$ cat src/dehaze_defs.svh
`ifndef DEHAZE_DEFS_SVH
`define DEHAZE_DEFS_SVH

// image geometry
`define IMG_SIDE 8
`define COORD_W 3               // enough for IMG_SIDE positions
`define ADDR_W 6                // y and x side by side

`define PIX_W 8
`define PIX_MAX ((1 << `PIX_W) - 1)

// transmission, percent
`define T_MIN 25
`define T_SPAN 75
`define T_STEP 5                // width of one factor bucket
`define TRANS_W 7

`define FACTOR_SHIFT 4          // factor is in sixteenths
`define FACTOR_W 7

`endif

$ cat src/pixel_pkg.sv
`include "dehaze_defs.svh"

package pixel_pkg;

    typedef logic [`PIX_W-1:0] channel_t;

    typedef struct packed {
        channel_t r;
        channel_t g;
        channel_t b;
    } rgb_t;

    typedef logic [`PIX_W-1:0] dark_t;
    typedef logic [`TRANS_W-1:0] trans_t;     // 25 to 100
    typedef logic [`FACTOR_W-1:0] factor_t;
    typedef logic [3:0] bucket_t;

    localparam int NUM_BUCKETS = 15;

    // roughly 1/t in sixteenths, bucket k covers t = 25 + 5k
    localparam factor_t FACTOR_TABLE [NUM_BUCKETS] = '{
        7'd64, 7'd48, 7'd43, 7'd38, 7'd34,
        7'd32, 7'd29, 7'd26, 7'd24, 7'd22,
        7'd21, 7'd19, 7'd18, 7'd18, 7'd16
    };

endpackage

$ cat src/dehaze_ctrl_pkg.sv
`include "dehaze_defs.svh"

package dehaze_ctrl_pkg;

    typedef logic [`COORD_W-1:0] coord_t;
    typedef logic [`ADDR_W-1:0] addr_t;

    typedef struct packed {
        coord_t x;
        coord_t y;
    } pos_t;

    typedef enum logic [2:0] {
        LOAD,
        DARK,
        TRANS,
        OUTPUT,
        FINISH
    } pass_state_t;

    typedef enum logic [1:0] {
        HOLD,       // only load strobes move the position
        INTERIOR,
        FULL
    } walk_mode_t;

    function automatic addr_t pos_addr(pos_t p);
        return addr_t'(p.y * `IMG_SIDE + p.x);
    endfunction

endpackage

$ cat src/transmission_map.sv
`timescale 1ns/1ns
`include "dehaze_defs.svh"

module transmission_map (
    input  logic                  clk,
    input  logic                  rst,
    input  logic                  trans_en,
    input  dehaze_ctrl_pkg::pos_t pos,
    input  pixel_pkg::dark_t      dark,
    output pixel_pkg::trans_t     t
);

    localparam int DEPTH  = `IMG_SIDE * `IMG_SIDE;
    localparam int PROD_W = `PIX_W + `TRANS_W;

    logic [PROD_W-1:0] prod;
    logic [PROD_W-1:0] quot;
    pixel_pkg::trans_t t_new;
    pixel_pkg::trans_t t_mem [DEPTH];

    // t = 25 + floor(dark * 75 / 255)
    always_comb begin
        prod = PROD_W'(dark) * PROD_W'(`T_SPAN);
        // divide by 255 with shifts, exact while the quotient stays below 256
        quot  = (prod + PROD_W'(1) + (prod >> `PIX_W)) >> `PIX_W;
        t_new = pixel_pkg::trans_t'(`T_MIN) + pixel_pkg::trans_t'(quot);
    end

    // only interior positions are walked here
    always_ff @(posedge clk) begin
        if (trans_en && !rst) begin
            t_mem[dehaze_ctrl_pkg::pos_addr(pos)] <= t_new;
        end
    end

    assign t = t_mem[dehaze_ctrl_pkg::pos_addr(pos)];

endmodule

$ cat config.mk
export PLATFORM = sky130hd
export DESIGN_NAME = transmission_map
export DESIGN_NICKNAME = d
export VERILOG_FILES = /design/src/pixel_pkg.sv /design/src/dehaze_ctrl_pkg.sv /design/src/transmission_map.sv
export VERILOG_INCLUDE_DIRS = /design/src
export SDC_FILE = /design/constraint.sdc
export NUM_CORES = 1
export LEC_CHECK = 0
export BUFFER_PORTS_ARGS = -buffer_cell sky130_fd_sc_hd__clkbuf_2
export CORE_AREA = 2 2 229 231
export DETAILED_ROUTE_END_ITERATION = 10
export DIE_AREA = 0 0 231 233
export SETUP_SLACK_MARGIN = 0.02
export SYNTH_ARGS = -nofsm -noshare
export SYNTH_HDL_FRONTEND = slang
export SYNTH_SLANG_ARGS = --single-unit
$ cat constraint.sdc
create_clock -name clk -period 17.6 [get_ports clk]
set_input_delay 5.28 -clock clk [delete_from_list [all_inputs] [get_ports clk]]
set_output_delay 5.28 -clock clk [all_outputs]
set_load 0.02 [all_outputs]
==> flow_metrics.tcl <==
set metrics [dict create \
    status "completed" \
    die-area_um2 53820 \
    ys_async_sr_fraction_pct 0 \
    place_hpwl_um 25420 \
    drt_iter0_drc 1098 \
    ctsHoldBuffers 0 \
    timing.fmax_ghz 0.07480 \
    syn2layout_area_growth_pct 12.46 \
    layout.nets 1177 \
    power_density_nw_per_um2 172.0 \
    clkSlewWorstSetupHoldPaths_ps 60 \
    initial_core_util_pct 34.96 \
    worstHoldPathType "input pin to flop" \
    worstPathCellList "clkbuf_2 > and3_2 > buf_4 > a22o_1 > a221oi_1 > a31oi_1 > nor4_1 > nand3_1 > clkbuf_2" \
    largest_reg_flops 448 \
    final.setup.tns_ps 0 \
    num_io_pins 24 \
    cpLargestDelayFamily "simple AND/OR/NAND/NOR gates" \
    cp_max_fo 30 \
    synth_nets 1152 \
    end_kind "primary output" \
    wl_per_cell_um 24.47 \
    cts_resized 0 \
    die_y_um 233 \
    post-route-util_pct 39.31 \
    cts_tree "built" \
    hp-start "pos[1]" \
    cp_slowest_stage_delay_ps 730 \
    antenna_found_initial 2 \
    power_switching_mw 1.085 \
    root_buffer "clkbuf_16" \
    syn_area_um2 17860 \
    synth_cell_types 54 \
    sw_frac_of_total_pct 31.39 \
    tightest_slew_ps 1205 \
    period_share_pct 75.96 \
    finalHoldViolCount 0 \
    holdPathStages 3 \
    multiInputGateArea_um2 4177 \
    maxSlewViolCount 0 \
    coreArea_um2 51090 \
    power.internal_mw 2.370 \
    ant_nets 0 \
    pwr-share-comb_pct 24.8 \
    start_kind "input pin" \
    diodes 0 \
    grt_max_degree 65 \
    synth_area_leaders "edfxtp_1 (75%), a22oi_1 (5.7%), ha_1 (2.9%), a221oi_1 (2.2%), a22o_1 (2.2%)" \
    clock_path_buffers 3 \
    power_frac_clock_pct 24.6 \
    drtPass1Iterations 5 \
    drive_gt1_share_pct 11.04 \
    setup_viol 0 \
    num-fill-cells 4674 \
    p_leak_nw 6.190 \
    crit_required_ps 12320 \
    cts_buffers 45 \
    ys.flop_type "edfxtp_1" \
    largestRegisters "t_mem x448" \
    grt_pass1_vias 10210 \
    htreeDepth 2 \
    final_cell_mix "edfxtp_1 (448), a22oi_1 (136), nor2_1 (73), clkbuf_16 (46), a31oi_1 (45)" \
    synth.top_cell.area_share_pct 75.32 \
    seqPwrFrac_pct 50.5 \
    die_x_um 231 \
    gp_congestion 0.8180 \
    regArea_um2 13450 \
    rows 83 \
    synth_edf_count 448 \
    regMostFlops "t_mem" \
    cp_common_cell "clkbuf_2" \
    relSlewSlack_pct 19.48 \
    final_common_cell "edfxtp_1" \
    synth.avg_cell_area_um2 16.45 \
    clkSinkCount 448 \
    period_minus_slack_ps 13370 \
    irDropWorstVdd_v 0.0002363 \
    crit_cells 9 \
    grt_pass1_wl_um 66280 \
    crit_type "input pin to primary output" \
    path_buf_inv 3 \
    overflow 0 \
    rsz0062_at_grt "no" \
    syn_inst 1086 \
    num_vias 10310 \
    via_per_inst 5.663 \
    post-cts-setup-buffer-count 0 \
    ys_seq_elements 448 \
    min_to "t_mem[15][2]" \
    io_buffers 23 \
    track_usage_pct 16.39 \
    drv_cap 0 \
    wl_um 44560 \
    synth_seq_area_share_pct 75.32 \
    netlist.top_cell.by_area "edfxtp_1" \
    drc 0 \
    yosysWarnings 0 \
    critPathArrivalTime_ps 8090 \
    crit_slowest_cell "nor4_1" \
]
==> through the flow <==
step / setup WS [ps] / power [mW] / cells / cell area (um^2) / hold slack (ps)
6_report: 4232 / 3.455 / 1821 / 20090 / 5664
5_1_grt: 4047 / 3.603 / 1821 / 20090 / 5692
4_1_cts: 4183 / 3.481 / 1821 / 20090 / 5640
3_5_place_dp: 4180 / 2.642 / 1744 / 18800 / 6073
3_3_place_gp: 4215 / 2.597 / 1744 / 18800 / 6068
2_1_floorplan: 4524 / 2.263 / 1086 / 17860 / 5922
==> power groups by stage <==
| stage | registers, mW | clock network [mW] | logic (mW) |
|---|---|---|---|
| after floorplan | 1.80 | 0 | 0.462 |
| after detailed placement | 1.77 | 0 | 0.874 |
| after CTS | 1.75 | 0.860 | 0.875 |
| after global placement | 1.77 | 0 | 0.831 |
| after global routing | 1.75 | 0.901 | 0.953 |
| final | 1.75 | 0.852 | 0.858 |
==> layout make-up <==
class	instances	area share (%)
clock buffers	59	5.974
inverters	22	0.4111
multi-input cells	555	20.79
repair buffers	39	1.171
well taps	680	4.236
flip-flops and latches	448	66.97
clock inverters	18	0.4423
==> Yosys cell counts (all sizes together) (3+ instances only) <==
cell / number
clkbuf: 53
buf: 8
nor3b: 5
o21ai: 7
a22o: 44
nand2: 25
xnor2: 9
nand3b: 3
nor2: 75
nor3: 4
a211o: 3
a21oi: 25
nor4: 8
nand4: 13
a22oi: 137
nand3: 11
xor2: 3
fa: 7
o21bai: 3
edfxtp: 448
o211ai: 4
and2: 4
nor2b: 3
a221oi: 44
ha: 42
a31oi: 45
or3: 5
o21a: 3
a21o: 5
inv: 22
==> kinds of logic after synthesis <==
kind of cell	count (synthesis)	synth area share, %
and+or+nand+nor	165	4.462
DFF	448	75.32
AOI/OAI and AO/OA	329	14.15
adders and majority gates	49	3.727
buffers and inverters	83	1.751
xor gates and xnor gates	12	0.5885
==> metal layers <==
metal,global-route usage [%],wire length [um],vias to the layer above
li1,-,-,4521
met1,23.27,19400,5245
met2,26.30,20770,476
met3,3.113,3690,66
met4,3.347,668,4
met5,0,26,-
==> worst max path at each step <==
stage	endpoint	start
2_1_floorplan	t_mem[0][4]	dark[4]
3_3_place_gp	t[4]	pos[5]
3_5_place_dp	t[5]	pos[5]
4_1_cts	t[5]	pos[5]
5_1_grt	t[4]	pos[5]
6_report	t[5]	pos[5]
Note: power is estimated with default switching activity, not from simulation.
