==> config.mk <==
export PLATFORM = sky130hd
export DESIGN_NAME = dehaze_fsm
export DESIGN_NICKNAME = d
export VERILOG_FILES = /design/src/dehaze_ctrl_pkg.sv /design/src/dehaze_fsm.sv
export VERILOG_INCLUDE_DIRS = /design/src
export SDC_FILE = /design/constraint.sdc
export NUM_CORES = 1
export LEC_CHECK = 0
export ABC_AREA = 1
export BUFFER_PORTS_ARGS = -buffer_cell sky130_fd_sc_hd__buf_4
export CAP_MARGIN = 25
export CORE_UTILIZATION = 46
export CTS_CLUSTER_DIAMETER = 50
export DETAILED_ROUTE_END_ITERATION = 10
export PLACE_DENSITY_LB_ADDON = 0.15
export SLEW_MARGIN = 10
export SYNTH_ARGS = -nofsm -noshare
export SYNTH_HDL_FRONTEND = slang
export SYNTH_SLANG_ARGS = --single-unit
==> constraint.sdc <==
create_clock -name clk -period 1.3 [get_ports clk]
set_input_delay 0.26 -clock clk [delete_from_list [all_inputs] [get_ports clk]]
set_output_delay 0.26 -clock clk [all_outputs]
set_load 0.01 [all_outputs]
==> src/dehaze_defs.svh <==
`ifndef DEHAZE_DEFS_SVH
`define DEHAZE_DEFS_SVH

// image geometry
`define IMG_SIDE 8
`define COORD_W 3               // enough for IMG_SIDE positions
`define ADDR_W 6                // y and x side by side

`define PIX_W 8
`define PIX_MAX ((1 << `PIX_W) - 1)

// transmission, percent
`define T_MIN 25
`define T_SPAN 75
`define T_STEP 5                // width of one factor bucket
`define TRANS_W 7

`define FACTOR_SHIFT 4          // factor is in sixteenths
`define FACTOR_W 7

`endif

==> src/dehaze_ctrl_pkg.sv <==
`include "dehaze_defs.svh"

package dehaze_ctrl_pkg;

    typedef logic [`COORD_W-1:0] coord_t;
    typedef logic [`ADDR_W-1:0] addr_t;

    typedef struct packed {
        coord_t x;
        coord_t y;
    } pos_t;

    typedef enum logic [2:0] {
        LOAD,
        DARK,
        TRANS,
        OUTPUT,
        FINISH
    } pass_state_t;

    typedef enum logic [1:0] {
        HOLD,       // only load strobes move the position
        INTERIOR,
        FULL
    } walk_mode_t;

    function automatic addr_t pos_addr(pos_t p);
        return addr_t'(p.y * `IMG_SIDE + p.x);
    endfunction

endpackage

==> src/dehaze_fsm.sv <==
`timescale 1ns/1ns
`include "dehaze_defs.svh"

module dehaze_fsm (
    input  logic                        clk,
    input  logic                        rst,
    input  logic                        in_valid,
    input  logic                        last_pos,
    output dehaze_ctrl_pkg::walk_mode_t walk_mode,
    output logic                        load_step,
    output logic                        dark_en,
    output logic                        trans_en,
    output logic                        out_en,
    output logic                        busy,
    output logic                        done
);

    localparam dehaze_ctrl_pkg::addr_t LAST_ADDR =
        dehaze_ctrl_pkg::addr_t'(`IMG_SIDE * `IMG_SIDE - 1);

    dehaze_ctrl_pkg::pass_state_t state;
    dehaze_ctrl_pkg::pass_state_t next_state;
    dehaze_ctrl_pkg::addr_t       load_cnt;
    logic                         drained;    // output register flushed

    always_ff @(posedge clk or posedge rst) begin
        if (rst) begin
            state    <= dehaze_ctrl_pkg::LOAD;
            load_cnt <= '0;
            drained  <= 1'b0;
        end else begin
            state <= next_state;
            if (load_step) begin
                load_cnt <= load_cnt + 1'b1;    // wraps after the last pixel
            end
            drained <= (state == dehaze_ctrl_pkg::FINISH) && !drained;
        end
    end

    always_comb begin
        next_state = state;
        case (state)
            dehaze_ctrl_pkg::LOAD: begin
                if (load_step && load_cnt == LAST_ADDR) begin
                    next_state = dehaze_ctrl_pkg::DARK;
                end
            end
            dehaze_ctrl_pkg::DARK: begin
                if (last_pos) begin
                    next_state = dehaze_ctrl_pkg::TRANS;
                end
            end
            dehaze_ctrl_pkg::TRANS: begin
                if (last_pos) begin
                    next_state = dehaze_ctrl_pkg::OUTPUT;
                end
            end
            dehaze_ctrl_pkg::OUTPUT: begin
                if (last_pos) begin
                    next_state = dehaze_ctrl_pkg::FINISH;
                end
            end
            // first cycle lets the last pixel leave the output register
            dehaze_ctrl_pkg::FINISH: begin
                if (drained) begin
                    next_state = dehaze_ctrl_pkg::LOAD;
                end
            end
            default: next_state = dehaze_ctrl_pkg::LOAD;
        endcase
    end

    always_comb begin
        case (state)
            dehaze_ctrl_pkg::DARK,
            dehaze_ctrl_pkg::TRANS:  walk_mode = dehaze_ctrl_pkg::INTERIOR;
            dehaze_ctrl_pkg::OUTPUT: walk_mode = dehaze_ctrl_pkg::FULL;
            default:                 walk_mode = dehaze_ctrl_pkg::HOLD;
        endcase
    end

    assign load_step = in_valid && (state == dehaze_ctrl_pkg::LOAD);  // ignored otherwise
    assign dark_en   = state == dehaze_ctrl_pkg::DARK;
    assign trans_en  = state == dehaze_ctrl_pkg::TRANS;
    assign out_en    = state == dehaze_ctrl_pkg::OUTPUT;
    assign busy      = state != dehaze_ctrl_pkg::LOAD;
    assign done      = (state == dehaze_ctrl_pkg::FINISH) && drained;

endmodule

==> key figures <==
Clock tree
  – Register clock-pin slew on the reported worst setup and hold paths: 0.08 ns
  – TritonCTS clock tree: done
  – Worst-Skew Late Latency: 0.27 ns
  – CTS Buf Count: 3
  – Number of H-tree levels: 1
  – Clock buffer depth: 2
  – # clock sinks: 10
  – CTS root buf: clkbuf_4

Power
  – Net Sw Frac: 44.9%
  – Internal power: 1.26 mW
  – Switching power: 1.02 mW
  – Reg power frac: 26.7%
  – Power share of the clock group: 12.5%
  – Leak Pwr: 0.493 nW
  – Combinational Power Share: 60.8%
  – Pwr/cell area: 2510 mW/mm2
  – Worst VDD drop: 1.35 mV

Layout
  – N_diodes: 0
  – Final Cell Area: 911 um2
  – Commonest cells after routing, fill and taps aside: nand2_1, buf_4, inv_1, dfrtp_1
  – Synthesis-to-finish area growth: 45.9%
  – Filler instances: 84
  – Ratio of cells with drive above 1 in the final layout: 47.1%
  – Post-route non-filler standard cell count: 118
  – Final #Nets: 110
  – Commonest non-fill, non-tap cell in the layout: nand2_1

Global routing
  – Largest net degree at the start of global routing: 11
  – Gr ovfl total: 0
  – Number of global-route vias before repair: 507
  – First-pass GRT wire length: 2.05 mm
  – GRT Total Usage: 21.5%
  – Initial antenna violation count: 0

Critical path
  – R2R depth: 6
  – CP max-delay cell: dfrtp_2
  – Slowest stage delay, CP: 0.48 ns
  – Crit Path Class: register to output pin
  – Crit path max fanout: 6
  – Crit end category: output pin
  – Startpoint Class: register
  – Critical path cell sequence: inv_4 -> nand2_4 -> o21ai_4 -> buf_6
  – CP Data Required Time: 1.04 ns
  – Crit path DAT: 1.20 ns

STA
  – Final TNS setup: -1.01 ns
  – Tightest Pin Transition: 0.378 ns
  – Clk_skew: 0.0126 ns
  – RSZ-0062 raised after global routing: yes
  – Final Max Tran Viols: 0
  – Final WS setup: -0.161 ns
  – Slew headroom: 74.8%
  – Hold Vio Cnt, Final: 0
  – Final period utilization: 112%
  – Fmax: 685 MHz
  – Finish-stage setup viols: 8
  – Min Tclk post-route: 1.46 ns

Synth
  – Register bit total from synthesis: 10
  – Cell count after synthesis: 80
  – Synth warn: 0
  – Post-synth net total: 85
  – Distinct cells, synth: 19
  – Avg Inst Size Synth: 7.80 um2
  – Sequential-to-total area share from yosys stat: 40.1%
  – Synthesized cell area: 624 um2

Detailed routing
  – Routed WL: 1.39 mm
  – Per-cell routed wire length: 11.8 um
  – DRT iter0 DRCs: 5
  – Vias/cell: 4.86
  – DRT Pass-1 Iters: 4
  – Remaining DRCs: 0
  – Via count: 574
  – Final ANT Viol Nets: 0

Placement
  – Placed Area: 764 um2
  – IO Port Bufs: 11
  – Placed Cells: 110
  – Pre-CTS setup slack: 0.00218 ns
  – Post-detail-place hpwl: 957 um
  – Gpl congestion: 0.792

Floorplan
  – # rows: 12
  – Die width: 38.8 um
  – Core ar.: 0.00119 mm2
  – Die Area: 0.00151 mm2
  – Die Y: 38.8 um
  – # IOs: 12
  – Starting Density: 52.6%

Status
  – Failing checks: negative setup slack
  – Outcome: complete, but fails checks

Hold path
  – Worst Hold Class: input pin to register
  – Hold path depth: 4

Run
  – MaxCap Viol Count: 0
==> metrics by stage <==
stage | hold WS [ns] | util (%) | total power [mW]
floorplan | 0.100 | - | 1.30
global placement | 0.270 | 64.5 | 1.66
detailed placement | 0.264 | 64.5 | 1.68
CTS | 0.266 | 71.6 | 2.09
global route | 0.276 | 76.8 | 2.43
finish | 0.270 | 76.8 | 2.28
==> logic make-up (layout without fill, tap and decap cells) <==
family	Yosys count	count (layout)	synth area share (%)
fa+ha+maj	1	1	2.00
xor+xnor	3	3	4.21
buf+inv	13	37	7.81
flops	10	10	40.1
compound gates	3	3	2.81
simple gates	50	50	43.1
==> cells in the mapped netlist <==
library cell | n | area share (%)
nor2_2 | 3 | 3.0
nor2_1 | 7 | 4.2
o21a_1 | 1 | 1.2
xor2_1 | 1 | 1.4
ha_1 | 1 | 2.0
xnor2_1 | 2 | 2.8
nand3_2 | 1 | 1.6
inv_1 | 9 | 5.4
dfrtp_1 | 10 | 40
nand2_2 | 2 | 2.0
nor2_8 | 1 | 3.2
inv_2 | 4 | 2.4
nand4_1 | 2 | 2.0
nand2_1 | 21 | 13
o21ai_0 | 2 | 1.6
nand2_4 | 3 | 5.4
nor2_4 | 1 | 1.8
nor3_1 | 3 | 2.4
nand3_1 | 6 | 4.8
==> worst max-delay path: cells and delay by family, from the launching register on <==
family	cells	cell delay, ns
AOI/OAI and AO/OA	1	0.15
buffers and inverters	2	0.23
DFF	1	0.48
and+or+nand+nor	1	0.06
==> per-layer routing <==
metal	vias up	GRT usage (%)	part of all wire [%]
met5	-	0	0
met2	12	30.8	47
met4	0	11.2	1.3
met1	266	25.6	48
met3	4	11.6	3.8
li1	292	-	-
==> state kept, by name, indices dropped and copies added (netlist names) <==
signal    cells
state         3
drained       1
load_cnt      6
==> power by group through the flow <==
stage	clock, mW	combinational (mW)	sequential [mW]
after floorplan	0	0.721	0.579
after global placement	0	1.08	0.575
after detailed placement	0	1.10	0.583
after CTS	0.290	1.22	0.588
after global routing	0.304	1.50	0.625
final	0.285	1.39	0.609
==> path summary, 6_finish.rpt <==
| path | start | to | slack, ns |
|---|---|---|---|
| setup / recovery | state[0] | walk_mode[0] | -0.16 |
| hold / removal | last_pos | state[1] | 0.27 |
| setup reg to reg | state[2] | load_cnt[2] | 0.06 |
| hold reg to reg | drained | drained | 0.45 |
| max in group asynchronous | rst | state[2] | 0.49 |
| min in group asynchronous | rst | load_cnt[3] | 0.52 |
==> final cells by class <==
class                   instances  area (um2)  share of cell area, %
inverters                      13        56.3                   6.18
multi-input cells              57         377                   41.3
flip-flops and latches         10         253                   27.7
repair buffers                 20         171                   18.8
well taps                      14        17.5                   1.92
clock buffers                   4        36.3                   3.98
==> timing repair <==
item,CTS,global route
gates resized for setup,9,12
endpoints found under the setup margin,8,10
hold buffers,1,0
pin swaps,4,4
setup buffers,2,2
hold endpoints to repair,10,0
(Power assumes the default switching activity.)
