## src/dehaze_defs.svh

```systemverilog
`ifndef DEHAZE_DEFS_SVH
`define DEHAZE_DEFS_SVH

// image geometry
`define IMG_SIDE 8
`define COORD_W 3               // enough for IMG_SIDE positions
`define ADDR_W 6                // y and x side by side

`define PIX_W 8
`define PIX_MAX ((1 << `PIX_W) - 1)

// transmission, percent
`define T_MIN 25
`define T_SPAN 75
`define T_STEP 5                // width of one factor bucket
`define TRANS_W 7

`define FACTOR_SHIFT 4          // factor is in sixteenths
`define FACTOR_W 7

`endif

```

## src/pixel_pkg.sv

```systemverilog
`include "dehaze_defs.svh"

package pixel_pkg;

    typedef logic [`PIX_W-1:0] channel_t;

    typedef struct packed {
        channel_t r;
        channel_t g;
        channel_t b;
    } rgb_t;

    typedef logic [`PIX_W-1:0] dark_t;
    typedef logic [`TRANS_W-1:0] trans_t;     // 25 to 100
    typedef logic [`FACTOR_W-1:0] factor_t;
    typedef logic [3:0] bucket_t;

    localparam int NUM_BUCKETS = 15;

    // roughly 1/t in sixteenths, bucket k covers t = 25 + 5k
    localparam factor_t FACTOR_TABLE [NUM_BUCKETS] = '{
        7'd64, 7'd48, 7'd43, 7'd38, 7'd34,
        7'd32, 7'd29, 7'd26, 7'd24, 7'd22,
        7'd21, 7'd19, 7'd18, 7'd18, 7'd16
    };

endpackage

```

## src/dehaze_ctrl_pkg.sv

```systemverilog
`include "dehaze_defs.svh"

package dehaze_ctrl_pkg;

    typedef logic [`COORD_W-1:0] coord_t;
    typedef logic [`ADDR_W-1:0] addr_t;

    typedef struct packed {
        coord_t x;
        coord_t y;
    } pos_t;

    typedef enum logic [2:0] {
        LOAD,
        DARK,
        TRANS,
        OUTPUT,
        FINISH
    } pass_state_t;

    typedef enum logic [1:0] {
        HOLD,       // only load strobes move the position
        INTERIOR,
        FULL
    } walk_mode_t;

    function automatic addr_t pos_addr(pos_t p);
        return addr_t'(p.y * `IMG_SIDE + p.x);
    endfunction

endpackage

```

## src/radiance_recovery.sv

```systemverilog
`timescale 1ns/1ns
`include "dehaze_defs.svh"

module radiance_recovery (
    input  logic                  clk,
    input  logic                  rst,
    input  logic                  out_en,
    input  dehaze_ctrl_pkg::pos_t pos,
    input  pixel_pkg::trans_t     t,
    input  pixel_pkg::rgb_t       centre,
    output logic                  out_valid,
    output pixel_pkg::rgb_t       out_pixel
);

    localparam int PROD_W = `PIX_W + `FACTOR_W;
    localparam dehaze_ctrl_pkg::coord_t EDGE = dehaze_ctrl_pkg::coord_t'(`IMG_SIDE - 1);
    localparam pixel_pkg::trans_t CAP_OFF =
        pixel_pkg::trans_t'(`T_STEP * (pixel_pkg::NUM_BUCKETS - 1));

    pixel_pkg::trans_t  t_off;
    pixel_pkg::bucket_t bucket;
    pixel_pkg::factor_t factor;
    logic               border;
    pixel_pkg::rgb_t    recovered;
    pixel_pkg::rgb_t    next_pixel;

    // 255 - min(255, ((255 - ch) * f) >> 4)
    function automatic pixel_pkg::channel_t recover(pixel_pkg::channel_t ch,
                                                    pixel_pkg::factor_t f);
        logic [PROD_W-1:0] scaled;
        scaled = (PROD_W'(`PIX_MAX - ch) * PROD_W'(f)) >> `FACTOR_SHIFT;
        if (scaled > PROD_W'(`PIX_MAX)) begin
            scaled = PROD_W'(`PIX_MAX);     // saturate
        end
        return pixel_pkg::channel_t'(`PIX_MAX - scaled);
    endfunction

    always_comb begin
        t_off = t - pixel_pkg::trans_t'(`T_MIN);
        if (t_off >= CAP_OFF) begin
            bucket = pixel_pkg::bucket_t'(pixel_pkg::NUM_BUCKETS - 1);
        end else begin
            bucket = pixel_pkg::bucket_t'(t_off / `T_STEP);
        end
        factor      = pixel_pkg::FACTOR_TABLE[bucket];
        recovered.r = recover(centre.r, factor);
        recovered.g = recover(centre.g, factor);
        recovered.b = recover(centre.b, factor);
        border      = (pos.x == '0) || (pos.y == '0) || (pos.x == EDGE) || (pos.y == EDGE);
        next_pixel  = border ? centre : recovered;    // border copied as loaded
    end

    always_ff @(posedge clk or posedge rst) begin
        if (rst) begin
            out_valid <= 1'b0;
        end else begin
            out_valid <= out_en;
        end
    end

    always_ff @(posedge clk) begin
        if (out_en) begin
            out_pixel <= next_pixel;
        end
    end

endmodule

```

## config.mk

```make
export PLATFORM = sky130hd
export DESIGN_NAME = radiance_recovery
export DESIGN_NICKNAME = d
export VERILOG_FILES = /design/src/pixel_pkg.sv /design/src/dehaze_ctrl_pkg.sv /design/src/radiance_recovery.sv
export VERILOG_INCLUDE_DIRS = /design/src
export SDC_FILE = /design/constraint.sdc
export NUM_CORES = 1
export LEC_CHECK = 0
export BUFFER_PORTS_ARGS = -buffer_cell sky130_fd_sc_hd__buf_2
export CORE_MARGIN = 2
export CORE_UTILIZATION = 40
export CTS_BUF_LIST = sky130_fd_sc_hd__clkbuf_8
export CTS_CLUSTER_SIZE = 16
export DETAILED_ROUTE_END_ITERATION = 6
export PLACE_DENSITY = 0.64
export RECOVER_POWER = 25
export SYNTH_ARGS = -nofsm -noshare
export SYNTH_HDL_FRONTEND = slang
export SYNTH_SLANG_ARGS = --single-unit
```

## constraint.sdc

```tcl
create_clock -name clk -period 1 [get_ports clk]
set_input_delay 0.05 -clock clk [delete_from_list [all_inputs] [get_ports clk]]
set_output_delay 0.05 -clock clk [all_outputs]
set_load 0.02 [all_outputs]
```

==> impl_results.md <==
- I/O pin count: 65
- Failing checks: negative setup slack
- Post-synthesis register bit count: 25
- Cell Pwr Density: between 2000 and 2500 nW/um^2
- Footprint of the multi-input gates: around 7500 sq um
- Design Power: 0.0275 W
- Mean area per synthesized cell: 8.36 sq um
- CTS tree: yes
- Synth Cell Area: 8120 sq um
- Maximum clock insertion buffer count: 2
- Number of diodes: 0
- Vias in the first global route: 8380
- Net Sw Frac: between 40% and 50%
- Final setup margin: -8.00 ns
- RSZ-0062 raised after global routing: true
- Drt via density: 5.14
- Chip height: between 100 and 150 um
- Routed Antenna Nets: 0
- Crit path from: t[0]
- Initial core utilization: 40.4%
- Post-Synthesis Cells: slightly below 1000
- Core area: 20100 sq um
- Outcome: complete, but fails checks
- Worst-margin pin slew: 0.750 ns
- Final worst-path cycle share: 900%
- Final setup TNS: -187.72 ns
- Min-Delay Path Class: in2async
- Register Area: approximately 750 sq um
- Finish-stage setup viols: 24
- Crit-path slowest cell: or4b_4
- Fill count: 1765
- Max_cap viols: 0
- HPWL after DPL: between 15000 and 20000 um
- H-tree levels: 1
- Cell Rows: between 50 and 60
- CTS buffer count: 3
- WP data arrival: 9.16 ns
- Hold Slack: approximately 0.11 ns
- Most used DFF post-synth: edfxtp_1
- Relative slew margins: 50.0%
- Largest net degree at the start of global routing: 26
- Static Leak: 5.86 nW
- Post-synth cell types: 85
- Clk sinks: 25
- Buf+Inv Stages, Crit Path: 13
- WL per Instance: 15.2 um
- Number of remaining DRC errors: 0
- Nets: 1545
- Delay-heaviest family, CP: adder cells
- Place WS: -8.59 ns
- CP Capture Type: flop
- IO Port Bufs: 64
- Clock root buffer: clkbuf_8
- Layout Utilization: about 59%
- Final min period: 9.00 ns
- Gr ovfl total: 0
- Routed WL: roughly 24000 um
- GP Congestion: slightly above 0.9
- Initial antenna violation count: 0
- Gate power share: between 90 and 100%
- Die area: around 21000 sq um
- Final hold vios: 0
- Number of synthesized flops with an enable pin: 24
- Die W: roughly 150 um
- Switching pwr: 0.0128 W
- P_int: 0.0147 W
- Final Max Slew Viols: 0
- Layout cells sized above 1: 44.3%
- Area Overhead vs Synth: 46.0%
- GRT Overall Usage: 22.5%
- First-pass GRT wire length: 39800 um
- Syn. warnings: 0
- Worst Path Required: about 1.2 ns
- Crit path launch type: input pin
- Asr flop ratio synth: around 4.0%
- Flop pwr share: around 7.2%
- CP max stage delay: 0.57 ns
- Peak VDD IR: 1.35 mV
- DR iter-0 viols: 463
- Fmax: around 110 MHz
- Drt first pass iters: 5
- Seq/Total Area, Yosys: 9.18%
- Net Count, Synth: about 1200
- Clock Power Share: roughly 2.6%
- Via count: 8065
- CP Max Fanout: 8
- Crit Path Category: in2reg
- Clock Pin Slew Worst Setup and Hold Paths: roughly 0.11 ns
-- layout by cell type (no fill, tap or decap), types with 10 or more instances in the layout --
master	instances
nor2_1	138
inv_1	127
inv_2	15
ha_4	22
fa_1	82
o21ai_2	14
xnor2_1	24
buf_6	15
o21bai_1	10
nand3_1	18
nor3_1	11
buf_2	62
or3_1	10
buf_4	275
edfxtp_1	24
or2_2	35
a21oi_1	20
o21ai_0	13
a21oi_2	12
nand2_1	46
nor2_2	10
o21ai_1	11
ha_1	93
-- tightest hold or removal path, cell delays in order --
cell	delay, ns
dlygate4sd3_1	0.53
buf_2	0.12
inv_1	0.05
-- power by group through the flow --
stage          clock (W)  sequential, W  combinational (W)
6_report        0.000723        0.00199             0.0248
5_1_grt         0.000767        0.00205             0.0274
4_1_cts         0.000753        0.00200             0.0235
3_5_place_dp           0        0.00203             0.0205
3_3_place_gp           0        0.00204             0.0201
2_1_floorplan          0        0.00267             0.0128
-- cells by family after synthesis --
group                    share of synthesized area, %
XOR/XNOR                                         4.41
multiplexers                                    0.123
AO/OA/AOI/OAI                                    16.8
flip-flops                                       9.18
adder cells (fa/ha/maj)                          39.9
buffers and inverters                            9.09
AND/OR/NAND/NOR                                  20.5
-- flip-flops by register name, indices dropped and copies added, names as in the netlist --
name,cells
out_pixel,24
out_valid,1
-- path summary, 6_finish.rpt --
kind,end,cells past startpoint
max in group asynchronous,out_valid,3
hold / removal,out_valid,3
setup / recovery,out_pixel[2],48
min in group clk,out_pixel[0],4
-- layout make-up --
class                   instances  share of cell area [%]
multi-input cells             765                    63.3
repair buffers                358                    22.2
flip-flops and latches         25                    6.29
inverters                     147                    4.91
well taps                     270                    2.85
clock buffers                   3                   0.348
clock inverters                 1                  0.0633
-- layer usage --
metal	up-vias	track usage (%)	part of all wire [%]
met5	-	0	0
met4	0	5.29	2.1
met3	31	2.03	3.7
met2	181	40.8	51
met1	3931	29.1	43
li1	3922	-	-
-- cells in the mapped netlist, types with 12 or more instances --
master	number	area (sq um)
a21oi_1	36	180
clkbuf_1	20	75.1
edfxtp_1	24	721
fa_1	90	1800
ha_1	115	1440
inv_1	143	537
nand2_1	50	188
nand3_1	22	110
nor2_1	148	556
nor3_1	13	65.1
o21ai_0	25	125
o21bai_1	12	90.1
o31ai_1	15	113
or2_2	44	275
or3_1	14	87.6
xnor2_1	25	219
-- stage by stage --
step | std cells | cell area (sq um)
6_report | 1569 | 11900
5_1_grt | 1569 | 11900
4_1_cts | 1564 | 11600
3_5_place_dp | 1520 | 10800
3_3_place_gp | 1520 | 10800
2_1_floorplan | 971 | 8450
-- repair_timing --
| action | in CTS | in global routing |
|---|---|---|
| endpoints found under the hold margin | 1 | 0 |
| setup buffers | 40 | 8 |
| gates resized for setup | 103 | 42 |
| pin swaps | 82 | 55 |
| hold buffers | 1 | 0 |
| setup endpoints to repair | 24 | 24 |
(Power assumes the default switching activity.)
