[config.mk]
export PLATFORM = sky130hd
export DESIGN_NAME = raster_counter
export DESIGN_NICKNAME = d
export VERILOG_FILES = /design/src/dehaze_ctrl_pkg.sv /design/src/raster_counter.sv
export VERILOG_INCLUDE_DIRS = /design/src
export SDC_FILE = /design/constraint.sdc
export NUM_CORES = 1
export LEC_CHECK = 0
export BUFFER_PORTS_ARGS = -buffer_cell sky130_fd_sc_hd__buf_2
export CORE_AREA = 10 10 47 49
export DETAILED_ROUTE_END_ITERATION = 7
export DIE_AREA = 0 0 57 59
export PLACE_DENSITY_LB_ADDON = 0.15
export SYNTH_ARGS = -nofsm -noshare
export SYNTH_HDL_FRONTEND = slang
export SYNTH_SLANG_ARGS = --single-unit
[constraint.sdc]
create_clock -name clk -period 1.37 [get_ports clk]
set_input_delay 0.274 -clock clk [delete_from_list [all_inputs] [get_ports clk]]
set_output_delay 0.274 -clock clk [all_outputs]
set_load 0.02 [all_outputs]
[src/dehaze_defs.svh]
`ifndef DEHAZE_DEFS_SVH
`define DEHAZE_DEFS_SVH

// image geometry
`define IMG_SIDE 8
`define COORD_W 3               // enough for IMG_SIDE positions
`define ADDR_W 6                // y and x side by side

`define PIX_W 8
`define PIX_MAX ((1 << `PIX_W) - 1)

// transmission, percent
`define T_MIN 25
`define T_SPAN 75
`define T_STEP 5                // width of one factor bucket
`define TRANS_W 7

`define FACTOR_SHIFT 4          // factor is in sixteenths
`define FACTOR_W 7

`endif

[src/dehaze_ctrl_pkg.sv]
`include "dehaze_defs.svh"

package dehaze_ctrl_pkg;

    typedef logic [`COORD_W-1:0] coord_t;
    typedef logic [`ADDR_W-1:0] addr_t;

    typedef struct packed {
        coord_t x;
        coord_t y;
    } pos_t;

    typedef enum logic [2:0] {
        LOAD,
        DARK,
        TRANS,
        OUTPUT,
        FINISH
    } pass_state_t;

    typedef enum logic [1:0] {
        HOLD,       // only load strobes move the position
        INTERIOR,
        FULL
    } walk_mode_t;

    function automatic addr_t pos_addr(pos_t p);
        return addr_t'(p.y * `IMG_SIDE + p.x);
    endfunction

endpackage

[src/raster_counter.sv]
`timescale 1ns/1ns
`include "dehaze_defs.svh"

module raster_counter #(
    parameter int SIDE = `IMG_SIDE
) (
    input  logic                        clk,
    input  logic                        rst,
    input  dehaze_ctrl_pkg::walk_mode_t walk_mode,
    input  logic                        load_step,
    output dehaze_ctrl_pkg::pos_t       pos,
    output logic                        last_pos
);

    // cx, cy count from the origin of the current walk
    localparam dehaze_ctrl_pkg::coord_t FULL_END  = dehaze_ctrl_pkg::coord_t'(SIDE - 1);
    localparam dehaze_ctrl_pkg::coord_t INNER_END = dehaze_ctrl_pkg::coord_t'(SIDE - 3);

    dehaze_ctrl_pkg::coord_t cx;
    dehaze_ctrl_pkg::coord_t cy;
    dehaze_ctrl_pkg::coord_t end_c;
    logic                    interior;
    logic                    at_end;
    logic                    step;

    always_comb begin
        interior = walk_mode == dehaze_ctrl_pkg::INTERIOR;
        end_c    = interior ? INNER_END : FULL_END;
        at_end   = (cx == end_c) && (cy == end_c);
        step     = load_step || (walk_mode != dehaze_ctrl_pkg::HOLD);
        last_pos = at_end && (walk_mode != dehaze_ctrl_pkg::HOLD);
        pos.x    = interior ? cx + 1'b1 : cx;   // interior walk skips the border
        pos.y    = interior ? cy + 1'b1 : cy;
    end

    always_ff @(posedge clk or posedge rst) begin
        if (rst) begin
            cx <= '0;
            cy <= '0;
        end else if (step) begin
            if (at_end) begin
                // origin of the next walk, whatever its mode
                cx <= '0;
                cy <= '0;
            end else if (cx == end_c) begin
                cx <= '0;
                cy <= cy + 1'b1;
            end else begin
                cx <= cx + 1'b1;
            end
        end
    end

endmodule

==> impl_results.rst, run 1 <==
.. list-table::
   :header-rows: 1

   * - Metric
     - Value
   * - Power consumption
     - 0.00185 W
   * - Synthesized netlist cell count
     - 46
   * - DRC viols
     - 0
   * - Pins Over Slew Limit
     - 0
   * - Setup Viol. Count Final
     - 10
   * - Cell area after technology mapping
     - 432 µm²
   * - Number of antenna cells inserted
     - 0
   * - Layout fillers
     - 122
   * - Wire length of the first global-routing pass
     - 1880 µm
   * - Post-Synthesis Mean Instance Area
     - 9.38 µm²
   * - Critical path type
     - register to register
   * - Max transition margin
     - 0.788
   * - Sort of element at the start of the critical path
     - register
   * - Data required time of the critical path
     - 1.51 ns
   * - Ratio of final minimum period to clock period
     - 1.12
   * - H-Tree Level Count
     - 1
   * - Placed Area
     - 599 µm²
   * - Iteration count of the initial detailed-routing pass
     - 4
   * - Port bufs
     - 11
   * - Hold Path Stages
     - 4
   * - Worst-case clock skew
     - 0.00174 ns
   * - Number of cells on the worst reg-to-reg path
     - 6
   * - Leakage
     - 0.348 nW
   * - GRT overflow
     - 0
   * - Synthesized flop and latch total
     - 6
   * - Clock Root Buffer
     - sky130_fd_sc_hd__clkbuf_4
   * - Commonest cells after routing, fill and taps aside
     - sky130_fd_sc_hd__buf_4 (20), sky130_fd_sc_hd__nand2_2 (5), sky130_fd_sc_hd__xnor2_1 (5)
   * - Final critical-path setup slack
     - -0.161 ns
   * - Floorplan Core Area
     - 1400 µm²
   * - Die height
     - 59 µm
   * - Hold-critical path endpoint
     - cx[0]
   * - Total via count in the routed design
     - 416
   * - Sum of routed wire length over all layers
     - 1090 µm
   * - Endpoint of the lowest-slack register-to-register path
     - cy[2]
   * - Post-route minimum period
     - 1.53 ns
   * - Clock buffers created by TritonCTS
     - 3
   * - Top fanout value on the critical path
     - 4
   * - Floorplan row count
     - 14
   * - Wirelength per Cell
     - 11.7 µm
   * - Worst-path cell chain
     - buf_6, nor2b_1, a221oi_4, buf_4, a21oi_2, a31oi_1
   * - Via count of the first global-routing pass
     - 438
   * - Tightest hold margin
     - 0.462 ns
   * - Antenna Nets Post-Route
     - 0
   * - Width of the chip
     - 57 µm
   * - Clock tree sinks
     - 6
   * - Starting Density
     - 0.308
   * - Slew at the pin closest to its max-slew limit
     - 0.318 ns
   * - Antenna violations before repair
     - 0
   * - Max-cap viol count
     - 0
   * - Commonest non-fill, non-tap cell in the layout
     - sky130_fd_sc_hd__buf_4
   * - Layout cell share with drive strength beyond 1
     - 0.675
   * - Net count reported at finish
     - 86
   * - Slowest CP cell
     - sky130_fd_sc_hd__dfrtp_2
   * - First DRT Iteration DRCs
     - 5
   * - Post-synthesis sequential area ratio
     - 0.348
   * - Number of vias per cell
     - 4.47
   * - Max Buffers Root-to-Sink
     - 2
   * - RSZ-0062 raised after global routing
     - yes
   * - Worst-Skew Late Latency
     - 0.23 ns
   * - Result of the run
     - finished, violations left
   * - Last weighted congestion value of the routability-driven placer
     - 0.798
   * - Area of the die
     - 3360 µm²
   * - Maximum vdd ir drop
     - 1.04 mV
   * - Summed area of non-filler cells in the final layout
     - 788 µm²
   * - Worst hold start
     - load_step
   * - Detail Placement HPWL
     - 838 µm
   * - Yosys Warn Count
     - 0
   * - Endpoint arrival time on the critical path
     - 1.67 ns
   * - Number of hold violations in the final report
     - 0
   * - Unique masters post-synth
     - 21
   * - Critical path capture point type
     - register
   * - Minimum setup slack among reg-to-reg paths
     - -0.16 ns
   * - Top achievable clock speed
     - 653 MHz
   * - Setup TNS
     - -0.818 ns
   * - GRT Util Overall
     - 0.0674
   * - Crit path largest cell delay
     - 0.43 ns
   * - Clock tree from TritonCTS
     - done
   * - Reg2reg start
     - cx[1]
   * - Ports
     - 12
   * - Type of the tightest min-delay check
     - input port to register
   * - Synth Net Count
     - 53
   * - Clock-pin slew on the worst setup and hold paths
     - 0.04 ns
   * - Area added between synthesis and finish
     - 82.6%
   * - Power per cell area
     - 2350 nW/µm²
   * - Violated checks
     - setup timing
   * - Pin count of the biggest net entering global routing
     - 7
==> cells by family (layout without fill, tap and decap cells) <==
kind of cell             count (synthesis)  after routing  share of synthesized area
buffers and inverters                    4             35                     0.0377
multiplexers                             1              1                     0.0232
adder cells (fa/ha/maj)                  2              2                     0.0580
AND/OR/NAND/NOR                         16             16                      0.194
XOR/XNOR                                 8              8                      0.162
flip-flops                               6              6                      0.348
AO/OA/AOI/OAI                            9              9                      0.177
==> routing by layer <==
| metal | GRT usage | part of all wire |
|---|---|---|
| met5 | 0 | 0 |
| met4 | 0.0403 | 0.0055 |
| met3 | 0.0193 | 0.061 |
| met2 | 0.107 | 0.48 |
| met1 | 0.0787 | 0.45 |
==> cells in the mapped netlist <==
library cell | count | share of area
sky130_fd_sc_hd__ha_1 | 2 | 0.058
sky130_fd_sc_hd__o21ai_0 | 3 | 0.035
sky130_fd_sc_hd__a221oi_4 | 1 | 0.061
sky130_fd_sc_hd__nand2_1 | 6 | 0.052
sky130_fd_sc_hd__nor2b_1 | 3 | 0.043
sky130_fd_sc_hd__a31oi_1 | 1 | 0.015
sky130_fd_sc_hd__buf_2 | 1 | 0.012
sky130_fd_sc_hd__nor3_1 | 1 | 0.012
sky130_fd_sc_hd__inv_1 | 3 | 0.026
sky130_fd_sc_hd__xnor2_1 | 7 | 0.14
sky130_fd_sc_hd__xor2_1 | 1 | 0.020
sky130_fd_sc_hd__o21bai_1 | 1 | 0.017
sky130_fd_sc_hd__nor4_1 | 1 | 0.015
sky130_fd_sc_hd__nand2b_1 | 1 | 0.015
sky130_fd_sc_hd__mux2i_1 | 1 | 0.023
sky130_fd_sc_hd__dfrtp_1 | 6 | 0.35
sky130_fd_sc_hd__o211ai_1 | 1 | 0.017
sky130_fd_sc_hd__nand2b_4 | 1 | 0.032
sky130_fd_sc_hd__a21oi_1 | 1 | 0.012
sky130_fd_sc_hd__a21oi_2 | 1 | 0.020
sky130_fd_sc_hd__nor2_1 | 3 | 0.026
==> worst max-delay path by stage <==
stage	start	endpoint	slack, ns	cells past startpoint
after global placement	walk_mode[0]	last_pos	-0.07	5
after detailed placement	walk_mode[0]	last_pos	-0.06	5
after floorplan	walk_mode[0]	last_pos	0.04	4
final	cx[1]	cy[2]	-0.16	6
after global routing	cx[1]	cy[2]	-0.21	6
after CTS	cx[1]	last_pos	-0.14	5
==> layout make-up <==
class	count	area, µm²	share of cell area
timing repair buffer	29	225	0.286
tap	16	20.0	0.0254
inverter	3	11.3	0.0143
clock buffer	3	22.5	0.0286
sequential	6	155	0.197
multi-input combinational	36	354	0.449
==> report_power, final <==
group	leakage, nW	internal [W]	total [W]	switching (W)
clock	0.0138	0.0000983	0.000150	0.0000518
sequential	0.0678	0.000283	0.000403	0.000120
combinational	0.267	0.000703	0.00130	0.000592
==> worst max-delay path, delay by kind of cell (launching register included) <==
kind            cells  cell delay, ns
simple gates        1            0.14
buf+inv             2            0.31
compound gates      3            0.56
flops               1            0.43
==> flip-flops by register name, summed over array words and instances (netlist names) <==
name and flops:
cy 3, cx 3
==> through the flow <==
stage	setup WS [ns]	util	instances
final	-0.161	0.563	93
after global routing	-0.207	0.563	93
after CTS	-0.135	0.524	90
after detailed placement	-0.0645	0.428	83
after global placement	-0.0674	0.428	83
after floorplan	0.0431	-	46
==> what timing repair did <==
item | in CTS | in global routing
hold buffers | 1 | 0
hold endpoints to repair | 6 | 0
endpoints found under the setup margin | 6 | 12
setup buffers | 3 | 3
pin swaps | 5 | 5
resized for setup | 24 | 9
Power figures use the tool's default switching activity.
==> run 2, diff against run 1 <==
--- a/config.mk
+++ b/config.mk
@@ -6,10 +6,10 @@
 export SDC_FILE = /design/constraint.sdc
 export NUM_CORES = 1
 export LEC_CHECK = 0
-export BUFFER_PORTS_ARGS = -buffer_cell sky130_fd_sc_hd__buf_2
 export CORE_AREA = 10 10 47 49
 export DETAILED_ROUTE_END_ITERATION = 7
 export DIE_AREA = 0 0 57 59
+export DONT_BUFFER_PORTS = 1
 export PLACE_DENSITY_LB_ADDON = 0.15
 export SYNTH_ARGS = -nofsm -noshare
 export SYNTH_HDL_FRONTEND = slang
==> run 2 against run 1 <==
Effect of this change: the run still ends with setup timing left; sequential share of layout area is 0.92 points higher; combinational power about the same; first-iteration DRC count shrank 40%; global-route usage grew 0.91 points; sequential power is 5% higher; utilization shrank 2.5 points; final area decreased by 4.4%; final cell count shrank 8.6%; clock-buffer cell count did not move; critical path type is now register to output pin; critical endpoint is now pos[4]; highest routed layer unchanged.
==> impl_results.rst, run 2 (synthesis results as in run 1) <==
.. list-table::
   :header-rows: 1

   * - Metric
     - Value
   * - Result of the run
     - finished, violations left
   * - Violated checks
     - setup timing
   * - Via count of the first global-routing pass
     - 438
   * - Routed length on met3
     - 85 µm
   * - Worst-path cell chain
     - ha_4, nand2_2, o21ai_2, buf_6
   * - Top cell family by delay on the critical path
     - flip-flops
   * - Starting Density
     - 0.308
   * - Worst-Skew Late Latency
     - 0.24 ns
   * - Area of the die
     - 3360 µm²
   * - Largest registers in the final layout
     - cx: 3 flops, cy: 3 flops
   * - Metal-1 WL
     - 485 µm
   * - Commonest non-fill, non-tap cell in the layout
     - sky130_fd_sc_hd__buf_4
   * - Clock buffers created by TritonCTS
     - 3
   * - Total via count in the routed design
     - 409
   * - Sequential cell area in the final layout
     - 155 µm²
   * - Setup Viol. Count Final
     - 9
   * - Number of antenna cells inserted
     - 0
   * - Slowest CP cell
     - sky130_fd_sc_hd__dfrtp_2
   * - RSZ-0062 raised after global routing
     - yes
   * - GRT Util Overall
     - 0.0766
   * - Maximum vdd ir drop
     - 0.842 mV
   * - Top achievable clock speed
     - 660 MHz
   * - Sort of element at the start of the critical path
     - register
   * - Summed area of non-filler cells in the final layout
     - 753 µm²
   * - Endpoint arrival time on the critical path
     - 1.24 ns
   * - Post-route minimum period
     - 1.52 ns
   * - Critical path capture point type
     - output pin
   * - Clock tree from TritonCTS
     - done
   * - Port bufs
     - 0
   * - Multi-input combinational cell area
     - 362 µm²
   * - Final critical-path setup slack
     - -0.146 ns
   * - Width of the chip
     - 57 µm
   * - Max-cap viol count
     - 0
   * - Commonest cells after routing, fill and taps aside
     - sky130_fd_sc_hd__buf_4 (14), sky130_fd_sc_hd__buf_6 (6), sky130_fd_sc_hd__nand2_2 (4), sky130_fd_sc_hd__xnor2_2 (4), sky130_fd_sc_hd__dfrtp_2 (4)
   * - Wire length of the first global-routing pass
     - 2020 µm
   * - Net count reported at finish
     - 78
   * - Floorplan row count
     - 14
   * - Iteration count of the initial detailed-routing pass
     - 2
   * - Layout cell share with drive strength beyond 1
     - 0.652
   * - DRC viols
     - 0
   * - Placed Area
     - 552 µm²
   * - Setup TNS
     - -0.662 ns
   * - Sum of routed wire length over all layers
     - 1230 µm
   * - Number of vias per cell
     - 4.81
   * - GRT overflow
     - 0
   * - H-Tree Level Count
     - 1
   * - Crit path largest cell delay
     - 0.45 ns
   * - Ratio of final minimum period to clock period
     - 1.11
   * - First DRT Iteration DRCs
     - 3
   * - Clock-pin slew on the worst setup and hold paths
     - 0.04 ns
   * - Clock Root Buffer
     - sky130_fd_sc_hd__clkbuf_4
   * - Last weighted congestion value of the routability-driven placer
     - 0.807
   * - Max transition margin
     - 0.813
   * - Antenna violations before repair
     - 0
   * - Critical path type
     - register to output pin
   * - Area added between synthesis and finish
     - 74.5%
   * - Antenna Nets Post-Route
     - 0
   * - Floorplan Core Area
     - 1400 µm²
   * - Power per cell area
     - 2520 nW/µm²
   * - Die height
     - 59 µm
   * - Type of the tightest min-delay check
     - input port to register
   * - Tightest hold margin
     - 0.357 ns
   * - Routed met2 length
     - 634 µm
   * - Topmost layer with routed signal wires
     - met4
   * - CP Buf/Inv Count
     - 1
   * - Leakage
     - 0.338 nW
   * - Layout fillers
     - 126
   * - Slew at the pin closest to its max-slew limit
     - 0.280 ns
   * - Clock tree sinks
     - 6
   * - Wirelength per Cell
     - 14.4 µm
   * - Pins Over Slew Limit
     - 0
   * - Pin count of the biggest net entering global routing
     - 7
   * - Top fanout value on the critical path
     - 5
   * - Number of hold violations in the final report
     - 0
   * - Ports
     - 12
   * - Worst-case clock skew
     - 0.00240 ns
   * - Data required time of the critical path
     - 1.10 ns
   * - Max Buffers Root-to-Sink
     - 2
==> run 2: path summary, 6_finish.rpt <==
| path | from | endpoint | cells after the start | slack (ns) |
|---|---|---|---|---|
| min in group asynchronous | rst | cx[2] | 2 | 0.38 |
| min | load_step | cx[0] | 3 | 0.36 |
| min reg2reg | cy[2] | cy[2] | 2 | 0.61 |
| max in group asynchronous | rst | cy[1] | 2 | 0.78 |
| max reg2reg | cx[1] | cy[1] | 6 | -0.03 |
| max | cx[1] | pos[4] | 4 | -0.15 |
==> run 2: stage by stage <==
step	util	total power, W	setup slack [ns]	instances
after floorplan	-	0.000940	0.0431	46
after global placement	0.394	0.00124	0.0178	73
after detailed placement	0.394	0.00129	-0.0124	73
after CTS	0.487	0.00171	-0.144	82
after global routing	0.538	0.00205	-0.200	85
final	0.538	0.00190	-0.146	85
==> run 2: power breakdown <==
group	switching, W	total [W]	internal (W)
Clock	0.0000594	0.000158	0.0000988
Combinational	0.000599	0.00131	0.000715
Sequential	0.000139	0.000422	0.000283
==> run 2: worst register-to-register path: cells and delay by family, from the launching register on <==
family | cells | cell delay, ns
flip-flops | 1 | 0.45
AO/OA/AOI/OAI | 3 | 0.42
buffers and inverters | 2 | 0.30
AND/OR/NAND/NOR | 1 | 0.14
==> run 2: layer usage <==
layer  vias up  GRT usage
met5         -          0
met4         0     0.0537
met3         2     0.0386
met2        11      0.129
met1       195     0.0714
li1        201          -
==> run 2: final cells by class <==
type | instances | share of cell area
well taps | 16 | 0.0266
repair buffers | 21 | 0.243
multi-input cells | 36 | 0.480
flip-flops and latches | 6 | 0.206
inverters | 3 | 0.0150
clock buffers | 3 | 0.0299
==> run 2: what timing repair did <==
item | in CTS | in global routing
setup endpoints to repair | 7 | 12
endpoints found under the hold margin | 6 | 0
resized for setup | 15 | 15
pin swaps | 7 | 7
hold buffers | 1 | 0
gates cloned | 0 | 0
setup buffers | 6 | 4
